File: src/rtl/lcd_pkg.sv
package lcd_pkg;

    ////////////////////////////////////////
    // Panel command set.
    ////////////////////////////////////////
    localparam logic [7:0] CMD_SOFT_RESET   = 8'h01;
    localparam logic [7:0] CMD_SLEEP_OUT    = 8'h11;
    localparam logic [7:0] CMD_PIXEL_FORMAT = 8'h3A;
    localparam logic [7:0] CMD_DISPLAY_ON   = 8'h29;
    localparam logic [7:0] CMD_COLUMN_ADDR  = 8'h2A;
    localparam logic [7:0] CMD_PAGE_ADDR    = 8'h2B;
    localparam logic [7:0] CMD_MEMORY_WRITE = 8'h2C;

    // Parameter byte after CMD_PIXEL_FORMAT, RGB565 on both interfaces.
    localparam logic [7:0] PIXEL_FORMAT_16BIT = 8'h55;

    ////////////////////////////////////////
    // Timing, in clk_20MHz cycles.
    ////////////////////////////////////////
    localparam logic [15:0] RST_LOW_CYCLES  = 16'd8;  // Panel reset pulse.
    localparam logic [15:0] RST_WAIT_CYCLES = 16'd16; // Settle time after it.
    localparam logic [3:0]  WR_LOW_CYCLES   = 4'd2;   // WR strobe low phase.
    localparam logic [3:0]  WR_HIGH_CYCLES  = 4'd2;   // High phase, at least 2.

    // Command FIFO geometry. Depth must be a power of two.
    localparam int FIFO_DEPTH  = 8;
    localparam int FIFO_ADDR_W = $clog2(FIFO_DEPTH);

    // Five-word runs. Init table and column/page address groups.
    localparam logic [2:0] SEQ_LAST_STEP = 3'd4;

    // Sequencer step codes.
    localparam logic [3:0] SEQ_RESET_LOW  = 4'd0;
    localparam logic [3:0] SEQ_RESET_WAIT = 4'd1;
    localparam logic [3:0] SEQ_INIT       = 4'd2;
    localparam logic [3:0] SEQ_IDLE       = 4'd3;
    localparam logic [3:0] SEQ_COLUMN     = 4'd4;
    localparam logic [3:0] SEQ_PAGE       = 4'd5;
    localparam logic [3:0] SEQ_MEMWRITE   = 4'd6;
    localparam logic [3:0] SEQ_PIXELS     = 4'd7;
    localparam logic [3:0] SEQ_DRAIN      = 4'd8;

    // Bus writer states.
    localparam logic [1:0] BW_IDLE    = 2'd0;
    localparam logic [1:0] BW_WR_LOW  = 2'd1;
    localparam logic [1:0] BW_WR_HIGH = 2'd2;

    ////////////////////////////////////////
    // Bus word and FIFO entry.
    ////////////////////////////////////////
    typedef struct packed {
        logic [7:0] rsvd; // Upper byte, zero on the bus.
        logic [7:0] code; // Command code.
    } lcd_cmd_view_t;

    // One 16-bit bus word, seen as raw data or as a command.
    typedef union packed {
        logic [15:0]   raw;
        lcd_cmd_view_t cmd;
    } lcd_word_u;

    typedef struct packed {
        logic      is_data; // Drives RS. Low for commands.
        lcd_word_u word;
    } bus_entry_t;

endpackage
File: src/rtl/lcd_controller.sv
`timescale 1ns/100ps

module lcd_controller import lcd_pkg::*; (
    input  logic        clk_20MHz,
    input  logic        rst_n,
    input  logic        draw_go,
    input  logic [15:0] x_start,
    input  logic [15:0] x_end,
    input  logic [15:0] y_start,
    input  logic [15:0] y_end,
    input  logic [15:0] color,
    output logic        busy,
    // Panel pins, active low controls.
    output logic        LCD_RST,
    output logic        BL_CTR, // Backlight enable.
    output logic        LCD_CS,
    output logic        LCD_RS,
    output logic        LCD_WR,
    output logic        LCD_RD,
    output logic [15:0] LCD_DATA
);

    bus_entry_t push_entry;
    bus_entry_t head_entry;
    logic       push_en;
    logic       pop_en;
    logic       full;
    logic       empty;
    logic       bus_idle;

    // No GRAM read-back.
    assign LCD_RD = 1'b1;

    ////////////////////////////////////////
    // Producer, buffer, consumer.
    ////////////////////////////////////////
    lcd_draw_sequencer i_lcd_draw_sequencer (
        .clk_20MHz  (clk_20MHz),
        .rst_n      (rst_n),
        .draw_go    (draw_go),
        .x_start    (x_start),
        .x_end      (x_end),
        .y_start    (y_start),
        .y_end      (y_end),
        .color      (color),
        .full       (full),
        .empty      (empty),
        .bus_idle   (bus_idle),
        .push_en    (push_en),
        .push_entry (push_entry),
        .lcd_rst    (LCD_RST),
        .backlight  (BL_CTR),
        .busy       (busy)
    );

    lcd_cmd_fifo i_lcd_cmd_fifo (
        .clk_20MHz  (clk_20MHz),
        .rst_n      (rst_n),
        .push_en    (push_en),
        .push_entry (push_entry),
        .pop_en     (pop_en),
        .head_entry (head_entry),
        .full       (full),
        .empty      (empty)
    );

    lcd_bus_writer i_lcd_bus_writer (
        .clk_20MHz  (clk_20MHz),
        .rst_n      (rst_n),
        .empty      (empty),
        .head_entry (head_entry),
        .pop_en     (pop_en),
        .bus_idle   (bus_idle),
        .lcd_cs     (LCD_CS),
        .lcd_rs     (LCD_RS),
        .lcd_wr     (LCD_WR),
        .lcd_data   (LCD_DATA)
    );

endmodule

File: src/rtl/lcd_draw_sequencer.sv
`timescale 1ns/100ps

module lcd_draw_sequencer import lcd_pkg::*; (
    input  logic        clk_20MHz,
    input  logic        rst_n,
    input  logic        draw_go,
    input  logic [15:0] x_start,
    input  logic [15:0] x_end,
    input  logic [15:0] y_start,
    input  logic [15:0] y_end,
    input  logic [15:0] color,
    input  logic        full,
    input  logic        empty,
    input  logic        bus_idle,
    output logic        push_en,
    output bus_entry_t  push_entry,
    output logic        lcd_rst,
    output logic        backlight,
    output logic        busy
);

    logic [3:0]  state;
    logic [15:0] wait_cnt;   // Reset pulse and settle timer.
    logic [2:0]  step;       // Word index inside INIT, COLUMN, PAGE.
    logic [15:0] x_start_q;
    logic [15:0] x_end_q;
    logic [15:0] y_start_q;
    logic [15:0] y_end_q;
    logic [15:0] color_q;
    logic [15:0] col_cnt;
    logic [15:0] row_cnt;
    logic        push_state;
    logic        last_step;
    logic        last_col;
    logic        last_row;

    // Command word, upper byte cleared.
    function automatic bus_entry_t cmd_entry(input logic [7:0] code);
        bus_entry_t e;
        e.is_data       = 1'b0;
        e.word.cmd.rsvd = 8'h00;
        e.word.cmd.code = code;
        return e;
    endfunction

    function automatic bus_entry_t data_entry(input logic [15:0] value);
        bus_entry_t e;
        e.is_data  = 1'b1;
        e.word.raw = value;
        return e;
    endfunction

    // Address group: command, start hi, start lo, end hi, end lo.
    function automatic bus_entry_t addr_entry(
        input logic [7:0]  code,
        input logic [15:0] first,
        input logic [15:0] last,
        input logic [2:0]  idx
    );
        bus_entry_t e;
        case (idx)
            3'd0:    e = cmd_entry(code);
            3'd1:    e = data_entry({8'h00, first[15:8]});
            3'd2:    e = data_entry({8'h00, first[7:0]});
            3'd3:    e = data_entry({8'h00, last[15:8]});
            default: e = data_entry({8'h00, last[7:0]});
        endcase
        return e;
    endfunction

    assign push_state = (state == SEQ_INIT)     || (state == SEQ_COLUMN) ||
                        (state == SEQ_PAGE)     || (state == SEQ_MEMWRITE) ||
                        (state == SEQ_PIXELS);
    assign push_en    = push_state && !full; // One word per free cycle.
    assign busy       = (state != SEQ_IDLE); // Low only when fully drained.

    assign last_step = (step == SEQ_LAST_STEP);
    assign last_col  = (col_cnt == x_end_q - x_start_q);
    assign last_row  = (row_cnt == y_end_q - y_start_q);

    ////////////////////////////////////////
    // Word selection.
    ////////////////////////////////////////
    always_comb begin
        push_entry = data_entry(color_q); // PIXELS, and don't-care elsewhere.
        case (state)
            SEQ_INIT: begin
                case (step)
                    3'd0:    push_entry = cmd_entry(CMD_SOFT_RESET);
                    3'd1:    push_entry = cmd_entry(CMD_SLEEP_OUT);
                    3'd2:    push_entry = cmd_entry(CMD_PIXEL_FORMAT);
                    3'd3:    push_entry = data_entry({8'h00, PIXEL_FORMAT_16BIT});
                    default: push_entry = cmd_entry(CMD_DISPLAY_ON);
                endcase
            end
            SEQ_COLUMN:   push_entry = addr_entry(CMD_COLUMN_ADDR, x_start_q, x_end_q, step);
            SEQ_PAGE:     push_entry = addr_entry(CMD_PAGE_ADDR, y_start_q, y_end_q, step);
            SEQ_MEMWRITE: push_entry = cmd_entry(CMD_MEMORY_WRITE);
            default:      ;
        endcase
    end

    // Rectangle sampled on an accepted strobe.
    always_ff @(posedge clk_20MHz) begin
        if (state == SEQ_IDLE && draw_go) begin
            x_start_q <= x_start;
            x_end_q   <= x_end;
            y_start_q <= y_start;
            y_end_q   <= y_end;
            color_q   <= color;
        end
    end

    ////////////////////////////////////////
    // Step machine.
    ////////////////////////////////////////
    always_ff @(posedge clk_20MHz or negedge rst_n) begin
        if (!rst_n) begin
            state     <= SEQ_RESET_LOW;
            wait_cnt  <= 16'd0;
            step      <= 3'd0;
            col_cnt   <= 16'd0;
            row_cnt   <= 16'd0;
            lcd_rst   <= 1'b0; // Panel held in reset.
            backlight <= 1'b0;
        end else begin
            case (state)
                SEQ_RESET_LOW: begin
                    if (wait_cnt == RST_LOW_CYCLES - 16'd1) begin
                        wait_cnt <= 16'd0;
                        lcd_rst  <= 1'b1; // Release panel.
                        state    <= SEQ_RESET_WAIT;
                    end else begin
                        wait_cnt <= wait_cnt + 16'd1;
                    end
                end
                SEQ_RESET_WAIT: begin
                    if (wait_cnt == RST_WAIT_CYCLES - 16'd1) begin
                        wait_cnt <= 16'd0;
                        step     <= 3'd0;
                        state    <= SEQ_INIT;
                    end else begin
                        wait_cnt <= wait_cnt + 16'd1;
                    end
                end
                SEQ_INIT: begin
                    if (!full) begin
                        if (last_step) begin
                            step      <= 3'd0;
                            backlight <= 1'b1; // Table fully queued.
                            state     <= SEQ_DRAIN;
                        end else begin
                            step <= step + 3'd1;
                        end
                    end
                end
                SEQ_IDLE: begin
                    if (draw_go) begin
                        step  <= 3'd0;
                        state <= SEQ_COLUMN;
                    end
                end
                SEQ_COLUMN, SEQ_PAGE: begin
                    if (!full) begin
                        if (last_step) begin
                            step  <= 3'd0;
                            state <= (state == SEQ_COLUMN) ? SEQ_PAGE : SEQ_MEMWRITE;
                        end else begin
                            step <= step + 3'd1;
                        end
                    end
                end
                SEQ_MEMWRITE: begin
                    if (!full) begin
                        col_cnt <= 16'd0;
                        row_cnt <= 16'd0;
                        state   <= SEQ_PIXELS;
                    end
                end
                SEQ_PIXELS: begin
                    // Row-major walk, column counter innermost.
                    if (!full) begin
                        if (last_col) begin
                            col_cnt <= 16'd0;
                            if (last_row) state <= SEQ_DRAIN;
                            else row_cnt <= row_cnt + 16'd1;
                        end else begin
                            col_cnt <= col_cnt + 16'd1;
                        end
                    end
                end
                SEQ_DRAIN: begin
                    if (empty && bus_idle) state <= SEQ_IDLE; // Last word is out.
                end
                default: state <= SEQ_IDLE;
            endcase
        end
    end

endmodule

File: src/rtl/lcd_bus_writer.sv
`timescale 1ns/100ps

module lcd_bus_writer import lcd_pkg::*; (
    input  logic        clk_20MHz,
    input  logic        rst_n,
    input  logic        empty,
    input  bus_entry_t  head_entry,
    output logic        pop_en,
    output logic        bus_idle,
    output logic        lcd_cs,
    output logic        lcd_rs,
    output logic        lcd_wr,
    output logic [15:0] lcd_data
);

    logic [1:0] state;
    logic [3:0] phase;     // Cycles left in the current strobe phase.
    bus_entry_t cur_entry; // Word on the bus, held until the next pop.

    assign bus_idle = (state == BW_IDLE);
    assign pop_en   = bus_idle && !empty; // Head taken in this cycle.

    ////////////////////////////////////////
    // Bus decode.
    ////////////////////////////////////////
    assign lcd_rs   = cur_entry.is_data;
    assign lcd_data = cur_entry.is_data ? cur_entry.word.raw
                                        : {8'h00, cur_entry.word.cmd.code}; // Byte command.

    // Latch on pop. Stays stable over the whole strobe and the rising edge.
    always_ff @(posedge clk_20MHz) begin
        if (pop_en) begin
            cur_entry <= head_entry;
        end
    end

    ////////////////////////////////////////
    // Write cycle timing.
    ////////////////////////////////////////
    // Pop cycle counts as the last high cycle of the previous word,
    // so WR_HIGH holds for WR_HIGH_CYCLES - 1 cycles.
    always_ff @(posedge clk_20MHz or negedge rst_n) begin
        if (!rst_n) begin
            state  <= BW_IDLE;
            phase  <= 4'd0;
            lcd_cs <= 1'b1; // Deselected.
            lcd_wr <= 1'b1;
        end else begin
            case (state)
                BW_IDLE: begin
                    if (pop_en) begin
                        lcd_cs <= 1'b0; // Both fall the cycle after pop.
                        lcd_wr <= 1'b0;
                        phase  <= WR_LOW_CYCLES - 4'd1;
                        state  <= BW_WR_LOW;
                    end
                end
                BW_WR_LOW: begin
                    if (phase == 4'd0) begin
                        lcd_cs <= 1'b1; // Panel samples on this WR rise.
                        lcd_wr <= 1'b1;
                        phase  <= WR_HIGH_CYCLES - 4'd2;
                        state  <= BW_WR_HIGH;
                    end else begin
                        phase <= phase - 4'd1;
                    end
                end
                BW_WR_HIGH: begin
                    if (phase == 4'd0) state <= BW_IDLE;
                    else phase <= phase - 4'd1;
                end
                default: begin
                    lcd_cs <= 1'b1;
                    lcd_wr <= 1'b1;
                    state  <= BW_IDLE;
                end
            endcase
        end
    end

endmodule

File: src/rtl/lcd_cmd_fifo.sv
`timescale 1ns/100ps

module lcd_cmd_fifo import lcd_pkg::*; (
    input  logic       clk_20MHz,
    input  logic       rst_n,
    input  logic       push_en,
    input  bus_entry_t push_entry,
    input  logic       pop_en,
    output bus_entry_t head_entry,
    output logic       full,
    output logic       empty
);

    bus_entry_t mem [FIFO_DEPTH];

    // One extra wrap bit on each pointer.
    logic [FIFO_ADDR_W:0] wr_ptr;
    logic [FIFO_ADDR_W:0] rd_ptr;
    logic                 do_push;
    logic                 do_pop;

    ////////////////////////////////////////
    // Level flags.
    ////////////////////////////////////////
    assign empty = (wr_ptr == rd_ptr);
    assign full  = (wr_ptr[FIFO_ADDR_W] != rd_ptr[FIFO_ADDR_W]) &&
                   (wr_ptr[FIFO_ADDR_W-1:0] == rd_ptr[FIFO_ADDR_W-1:0]);

    // Overflow and underflow requests are dropped.
    assign do_push = push_en && !full;
    assign do_pop  = pop_en && !empty;

    // Head is visible without a read cycle.
    assign head_entry = mem[rd_ptr[FIFO_ADDR_W-1:0]];

    // Storage.
    always_ff @(posedge clk_20MHz) begin
        if (do_push) begin
            mem[wr_ptr[FIFO_ADDR_W-1:0]] <= push_entry;
        end
    end

    ////////////////////////////////////////
    // Pointers.
    ////////////////////////////////////////
    always_ff @(posedge clk_20MHz or negedge rst_n) begin
        if (!rst_n) begin
            wr_ptr <= '0;
            rd_ptr <= '0;
        end else begin
            if (do_push) wr_ptr <= wr_ptr + 1'b1; // Wraps through the extra bit.
            if (do_pop)  rd_ptr <= rd_ptr + 1'b1;
        end
    end

endmodule

File: config.mk
export PLATFORM = sky130hd
export DESIGN_NAME = lcd_controller
export DESIGN_NICKNAME = d
export VERILOG_FILES = /design/src/rtl/lcd_pkg.sv /design/src/rtl/lcd_controller.sv /design/src/rtl/lcd_draw_sequencer.sv /design/src/rtl/lcd_bus_writer.sv /design/src/rtl/lcd_cmd_fifo.sv
export SDC_FILE = /design/constraint.sdc
export NUM_CORES = 1
export LEC_CHECK = 0
export BUFFER_PORTS_ARGS = -buffer_cell sky130_fd_sc_hd__buf_2
export CAP_MARGIN = 20
export CORE_ASPECT_RATIO = 0.8
export CORE_UTILIZATION = 60
export CTS_CLUSTER_DIAMETER = 200
export CTS_CLUSTER_SIZE = 8
export DETAILED_ROUTE_END_ITERATION = 8
export GPL_TIMING_DRIVEN = 0
export HOLD_SLACK_MARGIN = 0.08
export PLACE_DENSITY_LB_ADDON = 0.2
export SETUP_SLACK_MARGIN = 0.4
export SYNTH_ARGS = -nofsm -noshare
export SYNTH_HDL_FRONTEND = slang
export SYNTH_SLANG_ARGS = --single-unit
File: constraint.sdc
create_clock -name clk_20MHz -period 6.1 [get_ports clk_20MHz]
set_clock_uncertainty 0.2 [all_clocks]
set_input_delay 0.305 -clock clk_20MHz [delete_from_list [all_inputs] [get_ports clk_20MHz]]
set_output_delay 0.305 -clock clk_20MHz [all_outputs]
set_load 0.02 [all_outputs]
; ---- Yosys cells after proc, flatten, opt, wreduce, memory -nomap -nowiden
; Memories as Yosys holds them, arrays and structs flattened. A register that Yosys moved wholly into a read port is not among the register bits.
; Index checks and enable logic that the tools add are counted.
[classes]
mux = 48
n_eq_ne = 40
addsub = 9
n_reduce_logical = 32
bitwise_logic = 2
[ops]
columns = operator, n
row1 = 17-bit one-hot mux with 4 select lines, 4
row2 = 16-bit two-way mux, 9
row3 = 16-bit one-hot mux with 2 select lines, 3
row4 = 4-bit two-way mux, 15
row5 = 16-bit by 1-bit adder with 16-bit output (second input constant), 3
row6 = 16-bit equality test, 2
row7 = 4-bit one-hot mux with 8 select lines, 1
row8 = 16-bit subtractor, 2
row9 = 2-bit by 1-bit inequality test with 1-bit output (second input constant), 9
row10 = 2-bit inequality test (second input constant), 9
row11 = 16-bit by 3-bit equality test with 1-bit output (second input constant), 1
row12 = 16-bit by 4-bit equality test with 1-bit output (second input constant), 1
row13 = 4-bit by 3-bit equality test with 1-bit output (second input constant), 4
row14 = 3-bit AND reduction, 5
row15 = 3-bit two-way mux, 4
row16 = 4-bit one-hot mux with 3 select lines, 1
row17 = 12-bit AND reduction, 1
row18 = 3-bit one-hot mux with 3 select lines, 1
row19 = 4-bit by 1-bit adder with 4-bit output (second input constant), 2
row20 = 4-bit by 2-bit equality test with 1-bit output (second input constant), 2
row21 = 4-bit zero test, 2
row22 = 2-bit two-way mux, 4
row23 = 1-bit logical AND, 7
row24 = 3-bit by 2-bit equality test with 1-bit output (second input constant), 2
row25 = 27 further kinds, 37
[totals]
input_bits = 83
ff_bits = 152
elab_cells = 149
mem_bits_rw = 136
n_memories = 1
out_inout_bits = 23
[mem_list]
columns = memory, depth, word_bits, rd, rd_ports_with_merged_regs, write_ports, line
row1 = i_lcd_cmd_fifo.mem, 8, 17, 1, 1, 1, lcd_cmd_fifo.sv:14  ; bus_entry_t mem [FIFO_DEPTH];

; ---- Depth between registers and ports, before layout
[logic_depth]
ltp_word = 9
ltp_mapped = 15
ltp_nobuf = 13

; ---- Hierarchy
; From an unflattened synthesis, not the netlist that was laid out.
[unflattened]
hier_cells = 1230
area_unflattened_um2 = 15392.3
[modules_own_cells]
columns = module, n_inst, cells_per_inst, seq_area_each_um2, area_each_um2
row1 = lcd_draw_sequencer, 1, 887, 3828.7, 8578.2
row2 = lcd_cmd_fifo, 1, 255, 4284.1, 5708.0
row3 = lcd_bus_writer, 1, 86, 686.9, 1094.8
row4 = lcd_controller, 1, 2, 0.0, 11.3

; ---- Least setup slack after synthesis
; No wires, ideal clock.
[synth_path]
path_kind = register -> register
startpoint = register i_lcd_draw_sequencer.state[1]
endpoint = register i_lcd_draw_sequencer.color_q[0], enable pin
path_buffers = 2
t_required_ns = 5.381
stages_incl_launch_ff = 5
setup_time_ns = 0.519
arrival_ns = 4.536
period_less_slack_ns = 5.255
setup_slack_ns = 0.845
cell_sequence = dfrtp_1 -> clkbuf_1 -> clkbuf_1 -> nand3_1 -> nor2_1
[synth_via]
elab_chain_cells = 2
[synth_rtl]
columns = element, line
row1 = start: declaration, lcd_draw_sequencer.sv:22  ; logic [3:0] state;
row2 = start signal: assignment, lcd_draw_sequencer.sv:167  ; state <= (state == SEQ_COLUMN) ? SEQ_PAGE : SEQ_MEMWRITE;
row3 = 4-bit by 2-bit equality test with 1-bit output, lcd_draw_sequencer.sv:105  ; if (state == SEQ_IDLE && draw_go) begin
row4 = 1-bit logical AND, lcd_draw_sequencer.sv:105
row5 = end signal: assignment, lcd_draw_sequencer.sv:110  ; color_q <= color;
row6 = end: declaration, lcd_draw_sequencer.sv:29  ; logic [15:0] color_q;
; No other way between the ends.
; A chain may end at the register's enable or synchronous reset.

; ---- Worst setup path after layout
[layout_path]
startpoint = register i_lcd_draw_sequencer.x_end_q[0]
endpoint = register i_lcd_draw_sequencer.col_cnt[10]
[layout_via]
elab_chain_cells = 5
[layout_rtl]
columns = element, line
row1 = start: declaration, lcd_draw_sequencer.sv:26  ; logic [15:0] x_end_q;
row2 = start signal: assignment, lcd_draw_sequencer.sv:107  ; x_end_q <= x_end;
row3 = 16-bit subtractor, lcd_draw_sequencer.sv:78  ; assign last_col = (col_cnt == x_end_q - x_start_q);
row4 = 16-bit equality test, lcd_draw_sequencer.sv:78
row5 = 16-bit two-way mux, lcd_draw_sequencer.sv:183  ; if (last_col) begin
row6 = 16-bit two-way mux, lcd_draw_sequencer.sv:182  ; if (!full) begin
row7 = 16-bit one-hot mux with 2 select lines, lcd_draw_sequencer.sv:127  ; case (state)
row8 = end signal: assignment, lcd_draw_sequencer.sv:188  ; col_cnt <= col_cnt + 16'd1;
row9 = end: declaration, lcd_draw_sequencer.sv:30  ; logic [15:0] col_cnt;
; No other way between the ends. The select of a mux whose other input is x is not followed.

==> metrics.yaml <==
power:
  net-switching-power_uw: 932
  power_density_mw_per_mm2: 250
  ir_drop_v: 0.000237
  combinationalPowerShare: 0.019
  p_leak_uw: 0.00687
  finalPower_uw: 4580
  p_sw_frac: 0.204
  seq_power_share: 0.486
  power.internal_uw: 3640
  clkPwrFrac: 0.495
floorplan:
  die_area_mm2: 0.0256
  die_h_um: 143
  ioPinCount: 106
  die_w_um: 179
  start_util: 0.614
  core.rowCount: 51
  core_mm2: 0.0244
drt:
  drt_wl_total_mm: 39.8
  via_count: 11100
  drt_iter0_markers: 1262
  wire_per_inst_um: 22.5
  antenna_left: 0
  drc: 0
  via_per_inst: 6.28
  first_pass_iters: 6
clock_tree:
  clk_pin_slew_ns: 0.06
  cts-root-buf: "clkbuf_16"
  cts.sinks: 305
  cts_buffers: 44
  ctsResizeCount: 0
  cts_tree: "yes"
  clock_latency_ns: 0.55
  cts.path.max_buffers: 3
  cts-htree-levels: 2
setup_path:
  arrival_ns: 4.28
  crit_family: "simple AND/OR/NAND/NOR gates"
  critPathRequiredTime_ns: 6.29
  start_kind: "flop"
  cp_max_fo: 9
  endpoint_kind: "flop"
  cp_slowest_cell: "nor2_1"
  worstSetupPathType: "reg -> reg"
  crit_chain: "inv_1 -> ha_1 -> inv_1 -> fa_1 -> xnor2_1 -> o211ai_1 -> a211oi_1 -> nand4_1 -> nor4_1 -> and4_1 -> a21oi_1 -> nor2_1 -> nor2_1"
  slowest_delay_ns: 0.58
  worst-path-buf-inv: 2
global_routing:
  grt_pass1_wl_mm: 60.3
  antenna_found_initial: 0
  grt_usage: 0.317
  grt_overflow: 0
  grt_pass1_vias: 10800
  grt_max_degree: 48
timing:
  grt_setup_unrepaired: "no"
  finalCritPeriodShare: 0.671
  slew-limit-headroom: 0.286
  setup_viol: 0
  tns_ns: 0
  finalHoldViolCount: 0
  fmax_mhz: 244
  slew_viol_final: 0
  worstMarginPinSlew_ns: 1.06
  finalCriticalPeriod_ns: 4.09
place:
  dp.cells: 1610
  dpl-instance-area_mm2: 0.0162
  hpwl_mm: 26.5
  portBuffers: 104
  gp_congestion: 0.963
synth:
  synth_area_mm2: 0.0150
  synth-edff-count: 233
  synth.distinct_cells: 76
  synth-seq-cells: 305
  synth_ff_type: "edfxtp_1"
  async_flop_share: 0.236
  ys_warn_count: 0
  synth_nets: 1303
  ys_seq_area_frac: 0.587
  syn_area_per_cell_um2: 12.8
  syn_inst: 1173
final_layout:
  mostFrequentLayoutCells: "edfxtp_1, buf_2, dlygate4sd3_1"
  syn_to_final_growth_pct: 22.1
  finalNetCount: 1551
  antennaDiodeCount: 0
  drive_gt1_frac: 0.190
  final_common_cell: "edfxtp_1"
  layoutNonFillerInstCount: 1774
  postLayoutCellArea_mm2: 0.0183
job:
  max_cap_violations: 0
outcome:
  run_status: "completed"
min_path:
  hold_class: "in -> async"
-- registers in the layout, indices dropped and copies added (netlist names), 2 cells and up --
register                        flops
i_lcd_draw_sequencer.step           3
i_lcd_bus_writer.cur_entry         16
i_lcd_cmd_fifo.rd_ptr               4
i_lcd_draw_sequencer.row_cnt       16
i_lcd_cmd_fifo.wr_ptr               4
i_lcd_draw_sequencer.x_end_q       16
i_lcd_bus_writer.phase              4
i_lcd_draw_sequencer.col_cnt       16
i_lcd_draw_sequencer.wait_cnt      16
i_lcd_draw_sequencer.y_start_q     16
i_lcd_cmd_fifo.mem                136
i_lcd_draw_sequencer.y_end_q       16
i_lcd_draw_sequencer.state          4
i_lcd_bus_writer.state              2
i_lcd_draw_sequencer.x_start_q     16
i_lcd_draw_sequencer.color_q       16
-- repair_timing --
item	4_1_cts	5_1_grt
setup endpoints to repair	0	0
hold buffers	82	0
hold endpoints to repair	151	0
setup buffers	0	0
-- layout make-up --
class,instances,area [um^2]
Sequential cell,305,8800
Fill cell,1539,6110
Multi-Input combinational cell,757,5750
Timing Repair Buffer,202,1580
Clock buffer,77,1220
Tap cell,318,398
Buffer,58,295
Inverter,53,199
Clock inverter,4,75.1
-- per-layer routing --
layer / vias to the layer above / wire length [um] / share of wire / GRT usage
li1: 4978 / - / - / -
met1: 5454 / 17000 / 0.43 / 0.460
met2: 637 / 18000 / 0.45 / 0.479
met3: 73 / 4060 / 0.10 / 0.0706
met4: 0 / 877 / 0.022 / 0.0919
met5: - / 0 / 0 / 0
-- cells by family (layout without fill, tap and decap cells) --
| logic type | count (synthesis) | after routing | share of synthesized area |
|---|---|---|---|
| compound gates | 251 | 251 | 0.112 |
| mux | 60 | 60 | 0.0702 |
| buf+inv | 111 | 394 | 0.0329 |
| flops | 305 | 305 | 0.587 |
| fa+ha+maj | 47 | 47 | 0.0402 |
| simple gates | 318 | 318 | 0.111 |
| xor+xnor | 80 | 80 | 0.0472 |
| other cells | 1 | 1 | 0.000250 |
-- power by group through the flow --
| stage | registers [uW] | logic [uW] | clock network, uW |
|---|---|---|---|
| floorplan | 2260 | 1.33 | 0 |
| global placement | 2260 | 38.4 | 0 |
| detailed placement | 2260 | 41.7 | 0 |
| CTS | 2220 | 83.6 | 2280 |
| global route | 2220 | 93.1 | 2380 |
| finish | 2220 | 87.4 | 2270 |
-- worst reg2reg max path: stages, from the launching register on --
cell and delay, ns:
edfxtp_1 0.44, inv_1 0.09, ha_1 0.16, inv_1 0.06, fa_1 0.46, xnor2_1 0.23
o211ai_1 0.13, a211oi_1 0.23, nand4_1 0.20, nor4_1 0.37, and4_1 0.43, a21oi_1 0.23
nor2_1 0.58, nor2_1 0.15
-- synth_stat cells (5+ instances only) --
library cell	number	share of area
a211oi_1	10	0.0050
a21o_1	11	0.0055
a21oi_1	63	0.021
a221oi_1	7	0.0041
a222oi_1	12	0.0080
a31oi_1	5	0.0021
and2_1	21	0.0088
and3_1	16	0.0067
buf_2	10	0.0033
buf_4	11	0.0055
clkbuf_1	30	0.0075
dfrtp_1	71	0.12
edfxtp_1	233	0.47
ha_1	45	0.038
inv_1	52	0.013
mux2_2	22	0.017
mux4_2	34	0.051
nand2_1	62	0.016
nand2b_1	14	0.0058
nand3_1	43	0.014
nand4_1	14	0.0058
nor2_1	66	0.017
nor2b_1	9	0.0038
nor3_1	19	0.0063
nor4_1	10	0.0042
o211ai_1	9	0.0045
o21a_1	7	0.0035
o21ai_0	51	0.017
o21ai_1	5	0.0017
o21bai_1	6	0.0030
o22ai_1	12	0.0050
o31ai_1	17	0.0085
or3_1	6	0.0025
or4_1	15	0.0075
xnor2_1	52	0.030
xor2_1	27	0.016
-- path summary, 6_finish.rpt --
check / from / to / slack, ns / cells after the start
setup / recovery: i_lcd_draw_sequencer.x_end_q[0] / i_lcd_draw_sequencer.col_cnt[10] / 2.01 / 13
hold / removal: rst_n / i_lcd_draw_sequencer.row_cnt[14] / 0.08 / 3
setup reg to reg: i_lcd_draw_sequencer.x_end_q[0] / i_lcd_draw_sequencer.col_cnt[10] / 2.01 / 13
hold reg to reg: i_lcd_draw_sequencer.wait_cnt[15] / i_lcd_draw_sequencer.wait_cnt[15] / 0.29 / 1
max in group asynchronous: rst_n / i_lcd_bus_writer.lcd_cs / 5.28 / 3
min in group clk_20MHz: draw_go / i_lcd_draw_sequencer.y_start_q[10] / 0.16 / 3
-- stage by stage --
stage | util | worst slack (ns) | hold WS, ns
floorplan | - | 0.845 | -0.191
global placement | 0.651 | -0.736 | 0.266
detailed placement | 0.662 | 2.11 | 0.0639
CTS | 0.750 | 2.09 | 0.0907
global route | 0.750 | 1.79 | 0.119
finish | 0.750 | 2.01 | 0.0828
No activity file was read; power rests on OpenSTA's default activity.
